===== src/design/ctrl_settings.svh =====
`ifndef CTRL_SETTINGS_SVH
`define CTRL_SETTINGS_SVH

////////////////////////////////////////////////////////////////////////////
// Field widths
////////////////////////////////////////////////////////////////////////////
`define OPCODE_W        7
`define FUNC3_W         3
`define SEL_W           2
`define PHASE_W         3       // Sequencer state
`define CLASS_W         3       // Decoded instruction class
`define SIZE_W          2       // Memory access size

////////////////////////////////////////////////////////////////////////////
// RV32I major opcodes
////////////////////////////////////////////////////////////////////////////
`define OPC_RTYPE       7'b0110011
`define OPC_ITYPE       7'b0010011
`define OPC_LOAD        7'b0000011
`define OPC_STORE       7'b0100011
`define OPC_BRANCH      7'b1100011
`define OPC_JAL         7'b1101111
`define OPC_JALR        7'b1100111
`define OPC_LUI         7'b0110111
`define OPC_AUIPC       7'b0010111

// Load and store width field
`define F3_BYTE         3'b000
`define F3_HALF         3'b001
`define F3_WORD         3'b010
`define F3_BYTE_U       3'b100  // Loads only
`define F3_HALF_U       3'b101  // Loads only

////////////////////////////////////////////////////////////////////////////
// Datapath select codes
////////////////////////////////////////////////////////////////////////////
`define PC_SEL_PLUS4    2'd0
`define PC_SEL_BRANCH   2'd1
`define PC_SEL_JAL      2'd2
`define PC_SEL_JALR     2'd3

// Register file write-back source
`define WB_SEL_ALU      2'd0
`define WB_SEL_MEM      2'd1
`define WB_SEL_PC4      2'd2

`endif


===== src/design/ctrl_pkg.sv =====
`default_nettype none

`include "ctrl_settings.svh"

package ctrl_pkg;

    // One instruction walks FETCH through EX_CLOSE, then back to IDLE
    typedef enum logic [`PHASE_W-1:0]
    {
        IDLE,
        FETCH,
        PC_UPDATE,
        DECODE,
        EX_SETUP,
        EX_ACCESS,
        EX_WRITEBACK,
        EX_CLOSE
    } phase_t;

    typedef enum logic [`CLASS_W-1:0]
    {
        CLS_R,
        CLS_I,          // Also LUI and AUIPC
        CLS_LOAD,
        CLS_STORE,
        CLS_BRANCH,
        CLS_JAL,
        CLS_JALR,
        CLS_ILLEGAL
    } instr_class_t;

    // Signed and unsigned loads share a size
    typedef enum logic [`SIZE_W-1:0]
    {
        SIZE_NONE,
        SIZE_BYTE,
        SIZE_HALF,
        SIZE_WORD
    } access_size_t;

endpackage

`default_nettype wire


===== src/design/control_strobe_gen.sv =====
`timescale 1ns/10ps
`default_nettype none

`include "ctrl_settings.svh"

module control_strobe_gen
(
    input  wire logic                   clk,
    input  wire logic                   reset,
    input  wire ctrl_pkg::phase_t       phase,
    input  wire ctrl_pkg::instr_class_t instr_class,
    input  wire ctrl_pkg::access_size_t access_size,
    input  wire logic                   comparator,
    output logic                        ir_en,
    output logic                        pc_en,
    output logic [`SEL_W-1:0]           pc_select,
    output logic                        alu_src,
    output logic                        reg_write,
    output logic [`SEL_W-1:0]           mem_to_reg,
    output logic                        mem_read,
    output logic                        mem_write,
    output logic                        is_byte,
    output logic                        is_half,
    output logic                        is_word,
    output logic                        instr_done
);

    import ctrl_pkg::*;

    logic             ir_en_d;
    logic             pc_en_d;
    logic [`SEL_W-1:0] pc_select_d;
    logic             alu_src_d;
    logic             reg_write_d;
    logic [`SEL_W-1:0] mem_to_reg_d;
    logic             mem_read_d;
    logic             mem_write_d;
    logic             is_byte_d;
    logic             is_half_d;
    logic             is_word_d;
    logic             instr_done_d;

    logic             in_execute;
    logic             is_mem_op;

    assign in_execute = (phase == EX_SETUP) || (phase == EX_ACCESS) ||
                        (phase == EX_WRITEBACK);
    assign is_mem_op  = (instr_class == CLS_LOAD) || (instr_class == CLS_STORE);

    ////////////////////////////////////////////////////////////////////////
    // Strobes for the coming cycle
    ////////////////////////////////////////////////////////////////////////
    always_comb
    begin
        ir_en_d      = 1'b0;
        pc_en_d      = 1'b0;
        pc_select_d  = `PC_SEL_PLUS4;
        alu_src_d    = 1'b0;
        reg_write_d  = 1'b0;
        mem_to_reg_d = `WB_SEL_ALU;
        mem_read_d   = 1'b0;
        mem_write_d  = 1'b0;
        is_byte_d    = 1'b0;
        is_half_d    = 1'b0;
        is_word_d    = 1'b0;
        instr_done_d = 1'b0;

        // Operand and write-back selects hold across all of execute
        if (in_execute)
        begin
            alu_src_d = (instr_class == CLS_I) || (instr_class == CLS_JALR) || is_mem_op;

            case (instr_class)
                CLS_LOAD:          mem_to_reg_d = `WB_SEL_MEM;
                CLS_JAL, CLS_JALR: mem_to_reg_d = `WB_SEL_PC4;   // Link address
                default:           mem_to_reg_d = `WB_SEL_ALU;
            endcase
        end

        case (phase)
            FETCH:     ir_en_d = 1'b1;
            PC_UPDATE: pc_en_d = 1'b1;      // Select stays at PC+4

            EX_ACCESS:
            begin
                mem_read_d  = (instr_class == CLS_LOAD);
                mem_write_d = (instr_class == CLS_STORE);
                is_byte_d   = is_mem_op && (access_size == SIZE_BYTE);
                is_half_d   = is_mem_op && (access_size == SIZE_HALF);
                is_word_d   = is_mem_op && (access_size == SIZE_WORD);
            end

            EX_WRITEBACK:
            begin
                case (instr_class)
                    CLS_R, CLS_I, CLS_LOAD: reg_write_d = 1'b1;
                    CLS_BRANCH:
                    begin
                        pc_en_d     = comparator;   // Taken branch only
                        pc_select_d = comparator ? `PC_SEL_BRANCH : `PC_SEL_PLUS4;
                    end
                    CLS_JAL:
                    begin
                        reg_write_d = 1'b1;
                        pc_en_d     = 1'b1;
                        pc_select_d = `PC_SEL_JAL;
                    end
                    CLS_JALR:
                    begin
                        reg_write_d = 1'b1;
                        pc_en_d     = 1'b1;
                        pc_select_d = `PC_SEL_JALR;
                    end
                    default: ;                      // Store and illegal stay quiet
                endcase
            end

            EX_CLOSE:  instr_done_d = 1'b1;
            default: ;
        endcase
    end

    ////////////////////////////////////////////////////////////////////////
    // Output registers
    ////////////////////////////////////////////////////////////////////////
    always_ff @(posedge clk or posedge reset)
    begin
        if (reset)
        begin
            ir_en      <= 1'b0;
            pc_en      <= 1'b0;
            pc_select  <= '0;
            alu_src    <= 1'b0;
            reg_write  <= 1'b0;
            mem_to_reg <= '0;
            mem_read   <= 1'b0;
            mem_write  <= 1'b0;
            is_byte    <= 1'b0;
            is_half    <= 1'b0;
            is_word    <= 1'b0;
            instr_done <= 1'b0;
        end
        else
        begin
            ir_en      <= ir_en_d;
            pc_en      <= pc_en_d;
            pc_select  <= pc_select_d;
            alu_src    <= alu_src_d;
            reg_write  <= reg_write_d;
            mem_to_reg <= mem_to_reg_d;
            mem_read   <= mem_read_d;
            mem_write  <= mem_write_d;
            is_byte    <= is_byte_d;
            is_half    <= is_half_d;
            is_word    <= is_word_d;
            instr_done <= instr_done_d;
        end
    end

endmodule

`default_nettype wire


===== src/design/opcode_decoder.sv =====
`timescale 1ns/10ps
`default_nettype none

`include "ctrl_settings.svh"

module opcode_decoder
(
    input  wire logic                   clk,
    input  wire logic                   reset,
    input  wire logic [`OPCODE_W-1:0]   opcode,
    input  wire logic [`FUNC3_W-1:0]    func3,
    output ctrl_pkg::instr_class_t      instr_class,
    output ctrl_pkg::access_size_t      access_size
);

    import ctrl_pkg::*;

    instr_class_t class_d;
    access_size_t size_d;

    ////////////////////////////////////////////////////////////////////////
    // Classification
    ////////////////////////////////////////////////////////////////////////
    always_comb
    begin
        class_d = CLS_ILLEGAL;
        size_d  = SIZE_NONE;

        case (opcode)
            `OPC_RTYPE:  class_d = CLS_R;
            `OPC_ITYPE,
            `OPC_LUI,
            `OPC_AUIPC:  class_d = CLS_I;   // All three write an ALU result
            `OPC_BRANCH: class_d = CLS_BRANCH;
            `OPC_JAL:    class_d = CLS_JAL;
            `OPC_JALR:   class_d = CLS_JALR;

            `OPC_LOAD:
            begin
                class_d = CLS_LOAD;
                case (func3)
                    `F3_BYTE, `F3_BYTE_U: size_d = SIZE_BYTE;
                    `F3_HALF, `F3_HALF_U: size_d = SIZE_HALF;
                    `F3_WORD:             size_d = SIZE_WORD;
                    default:              class_d = CLS_ILLEGAL;
                endcase
            end

            // Stores have no unsigned forms
            `OPC_STORE:
            begin
                class_d = CLS_STORE;
                case (func3)
                    `F3_BYTE: size_d = SIZE_BYTE;
                    `F3_HALF: size_d = SIZE_HALF;
                    `F3_WORD: size_d = SIZE_WORD;
                    default:  class_d = CLS_ILLEGAL;
                endcase
            end

            default:     class_d = CLS_ILLEGAL;
        endcase
    end

    // Registered every cycle and valid one cycle after the IR settles
    always_ff @(posedge clk or posedge reset)
    begin
        if (reset)
        begin
            instr_class <= CLS_ILLEGAL;
            access_size <= SIZE_NONE;
        end
        else
        begin
            instr_class <= class_d;
            access_size <= size_d;
        end
    end

endmodule

`default_nettype wire


===== src/design/phase_sequencer.sv =====
`timescale 1ns/10ps
`default_nettype none

module phase_sequencer
(
    input  wire logic             clk,
    input  wire logic             reset,
    input  wire logic             go,
    output ctrl_pkg::phase_t      phase
);

    import ctrl_pkg::*;

    phase_t next_phase;

    ////////////////////////////////////////////////////////////////////////
    // Next phase
    ////////////////////////////////////////////////////////////////////////
    always_comb
    begin
        case (phase)
            IDLE:         next_phase = go ? FETCH : IDLE;   // Go only matters here
            FETCH:        next_phase = PC_UPDATE;
            PC_UPDATE:    next_phase = DECODE;
            DECODE:       next_phase = EX_SETUP;
            EX_SETUP:     next_phase = EX_ACCESS;
            EX_ACCESS:    next_phase = EX_WRITEBACK;
            EX_WRITEBACK: next_phase = EX_CLOSE;
            EX_CLOSE:     next_phase = IDLE;
            default:      next_phase = IDLE;
        endcase
    end

    // The class never stretches execute
    always_ff @(posedge clk or posedge reset)
    begin
        if (reset)
        begin
            phase <= IDLE;
        end
        else
        begin
            phase <= next_phase;
        end
    end

endmodule

`default_nettype wire


===== src/design/riscv_ctrl_top.sv =====
`timescale 1ns/10ps
`default_nettype none

`include "ctrl_settings.svh"

module riscv_ctrl_top
(
    input  wire logic                   clk,
    input  wire logic                   reset,
    input  wire logic                   go,
    input  wire logic [`OPCODE_W-1:0]   opcode,
    input  wire logic [`FUNC3_W-1:0]    func3,
    input  wire logic                   comparator,
    output logic                        ir_en,
    output logic                        pc_en,
    output logic [`SEL_W-1:0]           pc_select,
    output logic                        alu_src,
    output logic                        reg_write,
    output logic [`SEL_W-1:0]           mem_to_reg,
    output logic                        mem_read,
    output logic                        mem_write,
    output logic                        is_byte,
    output logic                        is_half,
    output logic                        is_word,
    output logic                        instr_done
);

    import ctrl_pkg::*;

    phase_t       phase;
    instr_class_t instr_class;
    access_size_t access_size;

    ////////////////////////////////////////////////////////////////////////
    // Sequencer, decoder and strobe registers
    ////////////////////////////////////////////////////////////////////////
    phase_sequencer phase_sequencer_inst
    (
        .clk         (clk),
        .reset       (reset),
        .go          (go),
        .phase       (phase)
    );

    // Opcode and func3 come straight from the instruction register
    opcode_decoder opcode_decoder_inst
    (
        .clk         (clk),
        .reset       (reset),
        .opcode      (opcode),
        .func3       (func3),
        .instr_class (instr_class),
        .access_size (access_size)
    );

    control_strobe_gen control_strobe_gen_inst
    (
        .clk         (clk),
        .reset       (reset),
        .phase       (phase),
        .instr_class (instr_class),
        .access_size (access_size),
        .comparator  (comparator),
        .ir_en       (ir_en),
        .pc_en       (pc_en),
        .pc_select   (pc_select),
        .alu_src     (alu_src),
        .reg_write   (reg_write),
        .mem_to_reg  (mem_to_reg),
        .mem_read    (mem_read),
        .mem_write   (mem_write),
        .is_byte     (is_byte),
        .is_half     (is_half),
        .is_word     (is_word),
        .instr_done  (instr_done)
    );

endmodule

`default_nettype wire


===== config.mk =====
export PLATFORM = sky130hd
export DESIGN_NAME = riscv_ctrl_top
export DESIGN_NICKNAME = d
export VERILOG_FILES = /design/src/design/ctrl_pkg.sv /design/src/design/control_strobe_gen.sv /design/src/design/opcode_decoder.sv /design/src/design/phase_sequencer.sv /design/src/design/riscv_ctrl_top.sv
export VERILOG_INCLUDE_DIRS = /design/src /design/src/design
export SDC_FILE = /design/constraint.sdc
export NUM_CORES = 1
export LEC_CHECK = 0
export ABC_AREA = 1
export BUFFER_PORTS_ARGS = -buffer_cell sky130_fd_sc_hd__buf_4
export CAP_MARGIN = 20
export CORE_ASPECT_RATIO = 1.2
export CORE_MARGIN = 2
export CORE_UTILIZATION = 35
export DETAILED_ROUTE_END_ITERATION = 8
export HOLD_SLACK_MARGIN = 0.15
export PLACE_DENSITY = 0.6
export SYNTH_ARGS = -nofsm -noshare
export SYNTH_HDL_FRONTEND = slang
export SYNTH_SLANG_ARGS = --single-unit
export TNS_END_PERCENT = 5

===== constraint.sdc =====
create_clock -name clk -period 1.4 [get_ports clk]
set_input_delay 0.07 -clock clk [delete_from_list [all_inputs] [get_ports clk]]
set_output_delay 0.07 -clock clk [all_outputs]
set_load 0.005 [all_outputs]

== After elaboration in Yosys (flattened, before gate mapping) ==
Index checks and enable logic that the tools add are counted.

* Register bits: 22
* Logic and storage cells: 87
* Input port bits: 14
* RAM bits: 0
* Output and inout bits: 14
* Memories kept: 0
* Memory bits (read-only): 0
* Latch bits: 0

* $add $sub $neg: 0
* Shift-type cells: 0
* Reduce and logical (&&, ||, !) cells: 18
* Bitwise operators: 0
* Eq/ne operators: 29
* Muxes and demuxes: 25
* $mul: 0
* Order comparisons: 0
* Div/mod/pow operators: 0

{| class="wikitable"
|+ Operators by type and width
! kind !! count
|-
| $eq A3 B3 Y1 const B || 9
|-
| $pmux W3 S8 || 1
|-
| $eq A7 B6 Y1 const B || 3
|-
| $eq A7 B7 Y1 const B || 3
|-
| $pmux W3 S7 || 1
|-
| $pmux W2 S3 || 3
|-
| $eq A3 B2 Y1 const B || 5
|-
| $eq A7 B5 Y1 const B || 2
|-
| $mux W1 || 12
|-
| $reduce_or A5 Y1 || 2
|-
| $eq A3 B1 Y1 const B || 3
|-
| $logic_not A3 Y1 || 3
|-
| $pmux W2 S2 || 2
|-
| $eq A7 B2 Y1 const B || 1
|-
| $mux W3 || 2
|-
| $reduce_or A2 Y1 || 3
|-
| $reduce_or A3 Y1 || 2
|-
| $logic_or A1 B1 Y1 || 5
|-
| $eq A2 B2 Y1 const B || 2
|-
| $mux W2 || 2
|-
| $pmux W1 S2 || 2
|-
| $logic_and A1 B1 Y1 || 3
|-
| $eq A2 B1 Y1 const B || 1
|}

== Logic depth before layout (Yosys ltp) ==
Gate-level depths: netlist of run 1.

* Depth after elaboration: 4
* Mapped depth: 7
* Mapped depth without buffers: 7

== By module ==
A second synthesis of run 1 with hierarchy kept.

* Cell total of the unflattened synthesis: 141
* Area, all modules: 1,151.1 sq um

{| class="wikitable"
|+ Modules (own cells, without submodules)
! module !! seq. area each (sq um) !! cells each !! instances !! area each (sq um)
|-
| control_strobe_gen || 350.3 || 61 || 1 || 593.1
|-
| opcode_decoder || 128.9 || 65 || 1 || 436.7
|-
| phase_sequencer || 75.1 || 15 || 1 || 121.4
|}

== Worst setup path before layout of run 1 ==
No wires, ideal clock.

* Kind: reg2reg
* Start: register phase_sequencer_inst.phase[1]
* End: register phase_sequencer_inst.phase[2]
* Period minus slack after synthesis: 1,104 ps
* Buffers on the path: 0
* Arrival time: 978 ps
* Library setup time: 126 ps
* Required time: 1,274 ps
* Cell stages (with the launch flop): 7
* Slack: 296 ps
* Path through: dfrtp_1 -> inv_1 -> ha_1 -> nand2_1 -> nand3_1 -> inv_1 -> o21ai_0

* Word-level cells in the longest chain between the ends: 2
* Elaborated cells on any way between the ends: 9
* Classes of those cells: eq/ne (7); mux (1); reduce/logical (1)

{| class="wikitable"
|+ RTL lines
! item !! line !! RTL
|-
| start: declaration || phase_sequencer.sv:9 || <nowiki>output ctrl_pkg::phase_t phase</nowiki>
|-
| start signal: assignment || phase_sequencer.sv:43 || <nowiki>phase <= next_phase;</nowiki>
|-
| $eq A3 B3 Y1 (tied with other cells) || phase_sequencer.sv:21 || <nowiki>case (phase)</nowiki>
|-
| $pmux W3 S8 * || phase_sequencer.sv:21 ||
|-
| net phase_sequencer_inst.next_phase[2] || phase_sequencer.sv:14 || <nowiki>phase_t next_phase;</nowiki>
|}

Mark *: on every way through the listed nets, which the timed path passes. The rest lies on a longest branch.

== Worst setup path in the final report of run 1 ==
Same ends and word-level chain as after synthesis.

==> results_dict.tcl, run 1 <==
set metrics [dict create \
    outcome "complete, no violations" \
    fmax_ghz 0.8114 \
    antenna_found_initial 0 \
    root_buffer "clkbuf_4" \
    worstPathArrival_ps 1420 \
    final_common_cell "buf_4" \
    crit_fanout 6 \
    clock-sinks 22 \
    slowest_delay_ps 390 \
    first_global_vias 887 \
    nNetsFinal 184 \
    num_vias 937 \
    tns_ps 0 \
    via_per_inst 4.709 \
    pre_cts_slack_ps 152.7 \
    power_density_mw_per_mm2 1109 \
    grt_usage_pct 13.46 \
    r2r_slack_ps 170 \
    portBuffers 27 \
    critPathTopFamily "flip-flops" \
    finalHoldViolCount 0 \
    routedWlPerCell_microns 10.10 \
    switching_power_w 0.0004936 \
    hold_path.class "primary input to register" \
    overflow 0 \
    synthDistinctLibCells 20 \
    die_area_sq_mm 0.003497 \
    finalCriticalPeriod_ps 1232 \
    h-tree-depth 1 \
    min_from "opcode[4]" \
    ant_nets 0 \
    r2r-start "phase_sequencer_inst.phase[1]$_DFF_PP0_" \
    syn_inst 126 \
    async_reset_ff_share_pct 100.0 \
    clkTransAtPathRegs_ps 110 \
    rr_worst_depth 6 \
    maxCapViolCount 0 \
    routed_wl_microns 2010 \
    drv_slew 0 \
    p_leak_nw 0.7674 \
    seq_power_share_pct 50.6 \
    drt_iter0_drc 11 \
    crit_path_top_delay_cell "dfrtp_1" \
    yosysWarnings 0 \
    core_area_sq_mm 0.002838 \
    cp_common_cell "inv_1" \
    cts_buffer_depth 2 \
    cts_tree "yes" \
    start_util_pct 37.48 \
    crit_path_start_kind "register" \
    hold_end "opcode_decoder_inst.instr_class[2]$_DFF_PP1_" \
    post_cts_buffers 0 \
    fp.dieH_microns 64.39 \
    syn_to_final_growth_pct 34.47 \
    drc 0 \
    cp.buffers_inverters 2 \
    grt_first_pass_wirelength_microns 3436 \
    die_x_microns 54.32 \
    crit_chain "inv_1, ha_1, nand2_2, nand3_1, inv_1, o21ai_0" \
    ir_worst_vdd_mv 0.6178 \
    end_kind "register" \
    first_pass_iters 4 \
    finalClockSkew_ps 2.162 \
    grt_max_degree 13 \
    layout_setup_ws_ps 167.6 \
    synth_area_sq_mm 0.001064 \
    reg_top3 "opcode_decoder_inst.instr_class (3), phase_sequencer_inst.phase (3)" \
    place.gp.congestion 0.7543 \
    cp.required_ps 1590 \
    setup_violations 0 \
    cts_inserted_buffers 3 \
    pwr-share-comb_pct 28.3 \
    worstMarginPinSlew_ps 384.8 \
    postLayoutCellArea_sq_mm 0.001430 \
    syn_nets 144 \
    synth_edf_count 0 \
    hold_depth 6 \
    power.internal_w 0.001092 \
    drive_gt1_share_pct 32.12 \
    period_share_pct 88.03 \
    p_clk_share_pct 21.1 \
    postSynthAreaPerCell_sq_um 8.441 \
    io_pins 28 \
    placementRows 21 \
    rsz0062_at_grt "false" \
    synth-seq-cells 22 \
    max_slew_margin_pct 74.32 \
    ys.flop_type "dfrtp_1" \
    num_antenna_cells 0 \
    path_class "register to register" \
    r2r_end "phase_sequencer_inst.phase[2]$_DFF_PP0_" \
    placed_area_sq_mm 0.001311 \
    final_cell_mix "buf_4, nand2_1, nor2_1, dfrtp_1, inv_1" \
    power.share.switching_pct 31.14 \
    synth-seq-area-share_pct 52.12 \
    hpwl_microns 1595 \
    clkLatencyLatePin_ps 300 \
]
## repair_timing
| item | 4_1_cts | 5_1_grt |
|---|---|---|
| hold buffers | 8 | 0 |
| hold endpoints to repair | 30 | 0 |
| gates resized for setup | 0 | 1 |
| setup endpoints to repair | 0 | 1 |
## per-layer routing
layer / wire, microns / track usage (%)
met1: 752 / 12.46
met2: 1134 / 25.75
met3: 73 / 1.402
met4: 48 / 8.438
met5: 0 / 0
## cell usage after synthesis, types with 3 or more instances
library cell,instances,share of area [%]
nand2_1,20,7.1
dfrtp_1,19,45
nor2_1,19,6.7
inv_1,16,5.6
nand3_1,12,5.6
a21oi_1,5,2.4
inv_2,5,1.8
nand2_2,5,2.9
nor2_2,5,2.9
ha_1,4,4.7
dfstp_2,3,7.4
nor4_1,3,1.8
## stage by stage
stage,cells,power (W),hold WS [ps],util (%)
final,199,0.001585,171.4,50.40
after global routing,199,0.001702,192.5,50.40
after CTS,199,0.001599,172.5,50.31
after detailed placement,187,0.001236,77.69,46.21
after global placement,187,0.001217,69.69,46.21
after floorplan,126,0.001065,57.00,-
## how the worst max path moves through the flow
stage | start | to | slack [ps] | cells after the start
6_report | phase_sequencer_inst.phase[1]$_DFF_PP0_ | phase_sequencer_inst.phase[2]$_DFF_PP0_ | 170 | 6
5_1_grt | phase_sequencer_inst.phase[1]$_DFF_PP0_ | phase_sequencer_inst.phase[2]$_DFF_PP0_ | 50 | 6
4_1_cts | phase_sequencer_inst.phase[1]$_DFF_PP0_ | phase_sequencer_inst.phase[2]$_DFF_PP0_ | 90 | 6
3_5_place_dp | phase_sequencer_inst.phase[1]$_DFF_PP0_ | phase_sequencer_inst.phase[2]$_DFF_PP0_ | 150 | 6
3_3_place_gp | phase_sequencer_inst.phase[0]$_DFF_PP0_ | phase_sequencer_inst.phase[2]$_DFF_PP0_ | 200 | 5
2_1_floorplan | phase_sequencer_inst.phase[1]$_DFF_PP0_ | phase_sequencer_inst.phase[2]$_DFF_PP0_ | 300 | 6
## final cells by class
| type | instances | area, sq um |
|---|---|---|
| Fill cell | 260 | 1408 |
| Sequential cell | 22 | 554.3 |
| Multi-Input combinational cell | 82 | 427.9 |
| Timing Repair Buffer | 36 | 290.3 |
| Inverter | 21 | 78.83 |
| Tap cell | 34 | 42.54 |
| Clock buffer | 4 | 36.28 |
## worst reg2reg max path: stages, from the launching register on
cell and delay, ps:
dfrtp_1 390, inv_1 70, ha_1 200, nand2_2 140, nand3_1 160, inv_1 100
o21ai_0 70
## power by group through the flow
stage                     logic (W)  registers (W)  clock network [W]
after floorplan            0.000276       0.000789                  0
after global placement     0.000409       0.000808                  0
after detailed placement   0.000424       0.000812                  0
after CTS                  0.000450       0.000800           0.000348
after global routing       0.000509       0.000819           0.000374
final                      0.000449       0.000803           0.000334
## logic make-up after synthesis
family | share of synthesized area (%)
buffers and inverters | 7.882
AO/OA/AOI/OAI | 4.117
flip-flops | 52.12
AND/OR/NAND/NOR | 31.18
adder cells (fa/ha/maj) | 4.706
No activity file was read; power rests on OpenSTA's default activity.
==> run 2: changes to the inputs <==
Settings changed: BUFFER_PORTS_ARGS -buffer_cell sky130_fd_sc_hd__buf_4 to -buffer_cell sky130_fd_sc_hd__buf_2.
==> run 2 against run 1 <==
Effect of this change:
- setup slack worse by 26 ps
- worst hold slack worse by 6.3 ps
- utilization down 2.5 points
- clock skew down 1.6 ps
- die area is the same
- combinational power is 11% lower
- sequential share of layout area grew 2.0 points
- power down 3.0%
- via count shrank 1.6%
- count of clock-buffer cells in the layout unchanged
- critical path type unchanged
- critical endpoint unchanged
- largest cell class unchanged
- largest power group unchanged
==> results_dict.tcl, run 2 (synthesis results as in run 1) <==
set metrics [dict create \
    crit_chain "ha_1, nand2_1, nand3_1, inv_1, o21ai_0" \
    io_pins 28 \
    tns_ps 0 \
    rsz0062_at_grt "false" \
    core_area_sq_mm 0.002838 \
    hpwl_microns 1544 \
    ir_worst_vdd_mv 0.6119 \
    end_kind "register" \
    maxCapViolCount 0 \
    setup_violations 0 \
    crit_path_start_kind "register" \
    grt_first_pass_wirelength_microns 3298 \
    drt_iter0_drc 15 \
    die_x_microns 54.32 \
    crit_fanout 6 \
    finalHoldViolCount 0 \
    reg_top3 "opcode_decoder_inst.instr_class (3), phase_sequencer_inst.phase (3)" \
    portBuffers 27 \
    path_class "register to register" \
    hold_path.class "primary input to register" \
    drive_gt1_share_pct 31.52 \
    period_share_pct 89.90 \
    finalCriticalPeriod_ps 1259 \
    antenna_found_initial 0 \
    first_pass_iters 4 \
    ctsResizeCount 0 \
    max_slew_margin_pct 74.96 \
    num_vias 922 \
    syn_to_final_growth_pct 27.88 \
    crit_path_top_delay_cell "dfrtp_1" \
    via_per_inst 4.633 \
    start_util_pct 37.48 \
    drv_slew 0 \
    worstPathArrival_ps 1460 \
    die_area_sq_mm 0.003497 \
    p_leak_nw 0.7564 \
    overflow 0 \
    power_w 0.001538 \
    clkTransAtPathRegs_ps 110 \
    fp.dieH_microns 64.39 \
    root_buffer "clkbuf_4" \
    fmax_ghz 0.7945 \
    cts_tree "yes" \
    routedWlPerCell_microns 9.467 \
    cp.required_ps 1600 \
    nNetsFinal 184 \
    placementRows 21 \
    place.gp.congestion 0.7385 \
    worstMarginPinSlew_ps 375.2 \
    first_global_vias 903 \
    finalClockSkew_ps 0.5594 \
    h-tree-depth 1 \
    grt_max_degree 13 \
    power_density_mw_per_mm2 1131 \
    grt_usage_pct 12.89 \
    clkLatencyLatePin_ps 310 \
    outcome "complete, no violations" \
    drc 0 \
    cts_buffer_depth 2 \
    ant_nets 0 \
    final_common_cell "buf_2" \
    num_antenna_cells 0 \
    routed_wl_microns 1884 \
    slowest_delay_ps 420 \
    clock-sinks 22 \
    cts_inserted_buffers 3 \
    final_cell_mix "buf_2, nand2_1, nor2_1, dfrtp_1, inv_1" \
]
run 2: area by class of cell:
type | count | area, sq um
clock buffer | 4 | 36.28
fill | 274 | 1478
inverter | 21 | 78.83
multi-input combinational | 82 | 425.4
sequential | 22 | 554.3
tap | 34 | 42.54
timing repair buffer | 36 | 222.7
run 2: worst max-delay path, delay by kind of cell, from the launching register on:
| kind | cells | cell delay [ps] |
|---|---|---|
| compound gates | 1 | 80 |
| fa+ha+maj | 1 | 220 |
| buf+inv | 1 | 90 |
| flops | 1 | 420 |
| simple gates | 2 | 330 |
run 2: timing repair:
item / CTS / global route
endpoints found under the hold margin: 30 / 0
setup buffers: 0 / 0
hold buffers: 8 / 0
run 2: worst paths after layout:
check                                                             start  depth (start not counted)  slack (ps)                                      endpoint
min in group asynchronous                                         reset                          3         260     control_strobe_gen_inst.is_word$_DFF_PP0_
min                                                           opcode[4]                          6         170  opcode_decoder_inst.instr_class[2]$_DFF_PP1_
min reg2reg                opcode_decoder_inst.access_size[0]$_DFF_PP0_                          1         440     control_strobe_gen_inst.is_half$_DFF_PP0_
max                             phase_sequencer_inst.phase[0]$_DFF_PP0_                          5         140       phase_sequencer_inst.phase[2]$_DFF_PP0_
max reg2reg                     phase_sequencer_inst.phase[0]$_DFF_PP0_                          5         140       phase_sequencer_inst.phase[2]$_DFF_PP0_
max in group asynchronous                                         reset                          4         660       control_strobe_gen_inst.pc_en$_DFF_PP0_
run 2: per-stage QoR:
stage                     hold WS [ps]  instance area (sq um)  setup slack, ps  util, %  std cells
after floorplan                  57.00                   1064            295.6        -        126
after global placement           60.21                   1244            204.0    43.83        187
after detailed placement         59.04                   1244            138.4    43.83        187
after CTS                        166.9                   1360            135.9    47.93        199
after global routing             178.5                   1360            39.43    47.93        199
final                            165.1                   1360            141.4    47.93        199
run 2: layer usage:
layer / track usage, % / routed length [microns] / up-vias
met4: 7.500 / 54 / 0
met5: 0 / 0 / -
li1: - / - / 476
met3: 2.103 / 93 / 5
met1: 12.43 / 720 / 413
met2: 23.95 / 1015 / 28
run 2: where the power goes:
| group | total (W) | internal (W) | leakage, nW | switching, W |
|---|---|---|---|---|
| Sequential | 0.000799 | 0.000733 | 0.289 | 0.0000661 |
| Clock | 0.000341 | 0.000159 | 0.0210 | 0.000182 |
| Combinational | 0.000399 | 0.000163 | 0.447 | 0.000236 |
==> run 3: changes to the inputs <==
Settings changed: CAP_MARGIN 20 to not set, CORE_UTILIZATION 35 to 52, PLACE_DENSITY 0.6 to 0.82.
Clock period 1.4 ns to 1.6 ns, I/O delays scaled along.
==> run 3 against run 2 <==
Effect of this change:
- wire length decreased by 12%
- final cell count decreased by 7.5%
- power decreased by 17%
- sequential cell count unchanged
- clock power decreased by 30%
- utilization increased by 23 points
- sequential power decreased by 13%
- sequential share of layout area increased by 0.65 points
- register-to-register slack improved by 220 ps
- worst hold slack got worse by 12 ps
- first-iteration DRC count decreased by 27%
==> results_dict.tcl, run 3 (synthesis results as in run 1) <==
set metrics [dict create \
    cts_tree "yes" \
    cts_inserted_buffers 3 \
    hold_path.class "primary input to register" \
    worstPathArrival_ps 1710 \
    place.gp.congestion 0.7641 \
    first_pass_iters 4 \
    power.internal_w 0.0008780 \
    overflow 0 \
    die_x_microns 45.29 \
    crit_fanout 3 \
    via_per_inst 4.929 \
    p_clk_share_pct 18.7 \
    worstSetupEndpoint "opcode_decoder_inst.access_size[1]$_DFF_PP0_" \
    setup_violations 0 \
    p_leak_nw 0.7525 \
    placed_area_sq_mm 0.001225 \
    drive_gt1_share_pct 31.52 \
    maxCapViolCount 0 \
    cp.buffers_inverters 3 \
    critPathTopFamily "buffers and inverters" \
    rr_worst_depth 6 \
    hpwl_microns 1298 \
    ant_nets 0 \
    ir_worst_vdd_mv 0.5649 \
    portBuffers 27 \
    drt_iter0_drc 11 \
    finalHoldViolCount 0 \
    cts_buffer_depth 2 \
    clock-sinks 22 \
    final_cell_mix "buf_2, nand2_1, dfrtp_1, nor2_1, inv_1" \
    h-tree-depth 1 \
    drv_slew 0 \
    fmax_ghz 0.6760 \
    start_util_pct 56.18 \
    slowest_delay_ps 550 \
    seq_power_share_pct 54.4 \
    grt_usage_pct 16.42 \
    drc 0 \
    grt_max_degree 23 \
    grt_first_pass_wirelength_microns 2891 \
    placementRows 17 \
    num_vias 907 \
    max_slew_margin_pct 82.92 \
    r2r-start "phase_sequencer_inst.phase[1]$_DFF_PP0_" \
    routedWlPerCell_microns 8.962 \
    postLayoutCellArea_sq_mm 0.001339 \
    syn_to_final_growth_pct 25.88 \
    crit_path_start_kind "primary input" \
    placedCellCount 172 \
    io_pins 28 \
    reg_top3 "opcode_decoder_inst.instr_class (3), phase_sequencer_inst.phase (3)" \
    period_share_pct 92.46 \
    cp.required_ps 1830 \
    r2r_end "phase_sequencer_inst.phase[2]$_DFF_PP0_" \
    core_area_sq_mm 0.001893 \
    stdcell_count 184 \
    tns_ps 0 \
    worstMarginPinSlew_ps 253.9 \
    die_area_sq_mm 0.002425 \
    root_buffer "clkbuf_4" \
    outcome "complete, no violations" \
    end_kind "register" \
    crit_cells 8 \
    fp.dieH_microns 53.54 \
    path_class "primary input to register" \
    rsz0062_at_grt "false" \
    num_antenna_cells 0 \
    finalCriticalPeriod_ps 1479 \
    pwr-share-comb_pct 26.9 \
    power_density_mw_per_mm2 959.1 \
    switching_power_w 0.0004059 \
    startpoint "func3[2]" \
    crit_path_top_delay_cell "dlygate4sd3_1" \
    clkTransAtPathRegs_ps 100 \
    clkLatencyLatePin_ps 290 \
    routed_wl_microns 1649 \
    nNetsFinal 184 \
    r2r_slack_ps 360 \
    antenna_found_initial 0 \
    holdWs_ps 153.0 \
    final_common_cell "buf_2" \
    finalClockSkew_ps 5.692 \
    first_global_vias 812 \
    power.share.switching_pct 31.62 \
    crit_chain "dlygate4sd3_1, buf_2, nor2_4, nor2_1, nor2_1, nand2_1, a21oi_1, dlygate4sd3_1" \
]
==> run 3: metrics by stage <==
step	utilization, %	power [W]	setup slack (ps)
CTS	70.32	0.001294	59.89
global route	70.72	0.001386	24.70
detailed placement	64.71	0.001041	365.1
floorplan	-	0.0009321	495.6
finish	70.72	0.001284	120.6
global placement	64.71	0.001025	415.7
==> run 3: layer usage <==
layer	vias to the layer above	wire length [microns]	track usage [%]
li1	477	-	-
met1	394	659	16.20
met2	31	878	31.43
met3	5	59	1.007
met4	0	51	11.76
met5	-	0	0
==> run 3: repair_timing <==
| action | in CTS | in global routing |
|---|---|---|
| setup endpoints to repair | 0 | 1 |
| setup buffers | 0 | 0 |
| gates resized for setup | 0 | 2 |
| endpoints found under the hold margin | 28 | 0 |
| hold buffers | 8 | 0 |
==> run 3: how the worst min path moves through the flow <==
| stage | from | cells after the start | to | slack [ps] |
|---|---|---|---|---|
| finish | opcode[3] | 5 | opcode_decoder_inst.instr_class[0]$_DFF_PP1_ | 150 |
| global route | opcode[6] | 4 | opcode_decoder_inst.instr_class[2]$_DFF_PP1_ | 160 |
| CTS | opcode[3] | 5 | opcode_decoder_inst.instr_class[0]$_DFF_PP1_ | 150 |
| detailed placement | reset | 3 | control_strobe_gen_inst.mem_read$_DFF_PP0_ | 110 |
| global placement | reset | 3 | control_strobe_gen_inst.mem_read$_DFF_PP0_ | 110 |
| floorplan | reset | 1 | control_strobe_gen_inst.alu_src$_DFF_PP0_ | 70 |
==> run 3: power by group through the flow <==
| stage | combinational [W] | clock [W] | sequential (W) |
|---|---|---|---|
| final | 0.000345 | 0.000240 | 0.000699 |
| after global routing | 0.000408 | 0.000271 | 0.000708 |
| after CTS | 0.000348 | 0.000247 | 0.000698 |
| after detailed placement | 0.000332 | 0 | 0.000710 |
| after global placement | 0.000321 | 0 | 0.000704 |
| after floorplan | 0.000242 | 0 | 0.000690 |
==> run 3: tightest hold or removal path: stages <==
cell and delay, ps:
buf_2 120, nand2_1 60, nand2_1 60, nor2_1 40, nand2_1 60
==> run 3: layout make-up <==
cell class / instances / area, sq um
clock buffers: 4 / 26.28
fillers: 148 / 554.3
inverters: 21 / 78.83
multi-input cells: 82 / 432.9
flip-flops and latches: 22 / 554.3
well taps: 19 / 23.77
repair buffers: 36 / 222.7
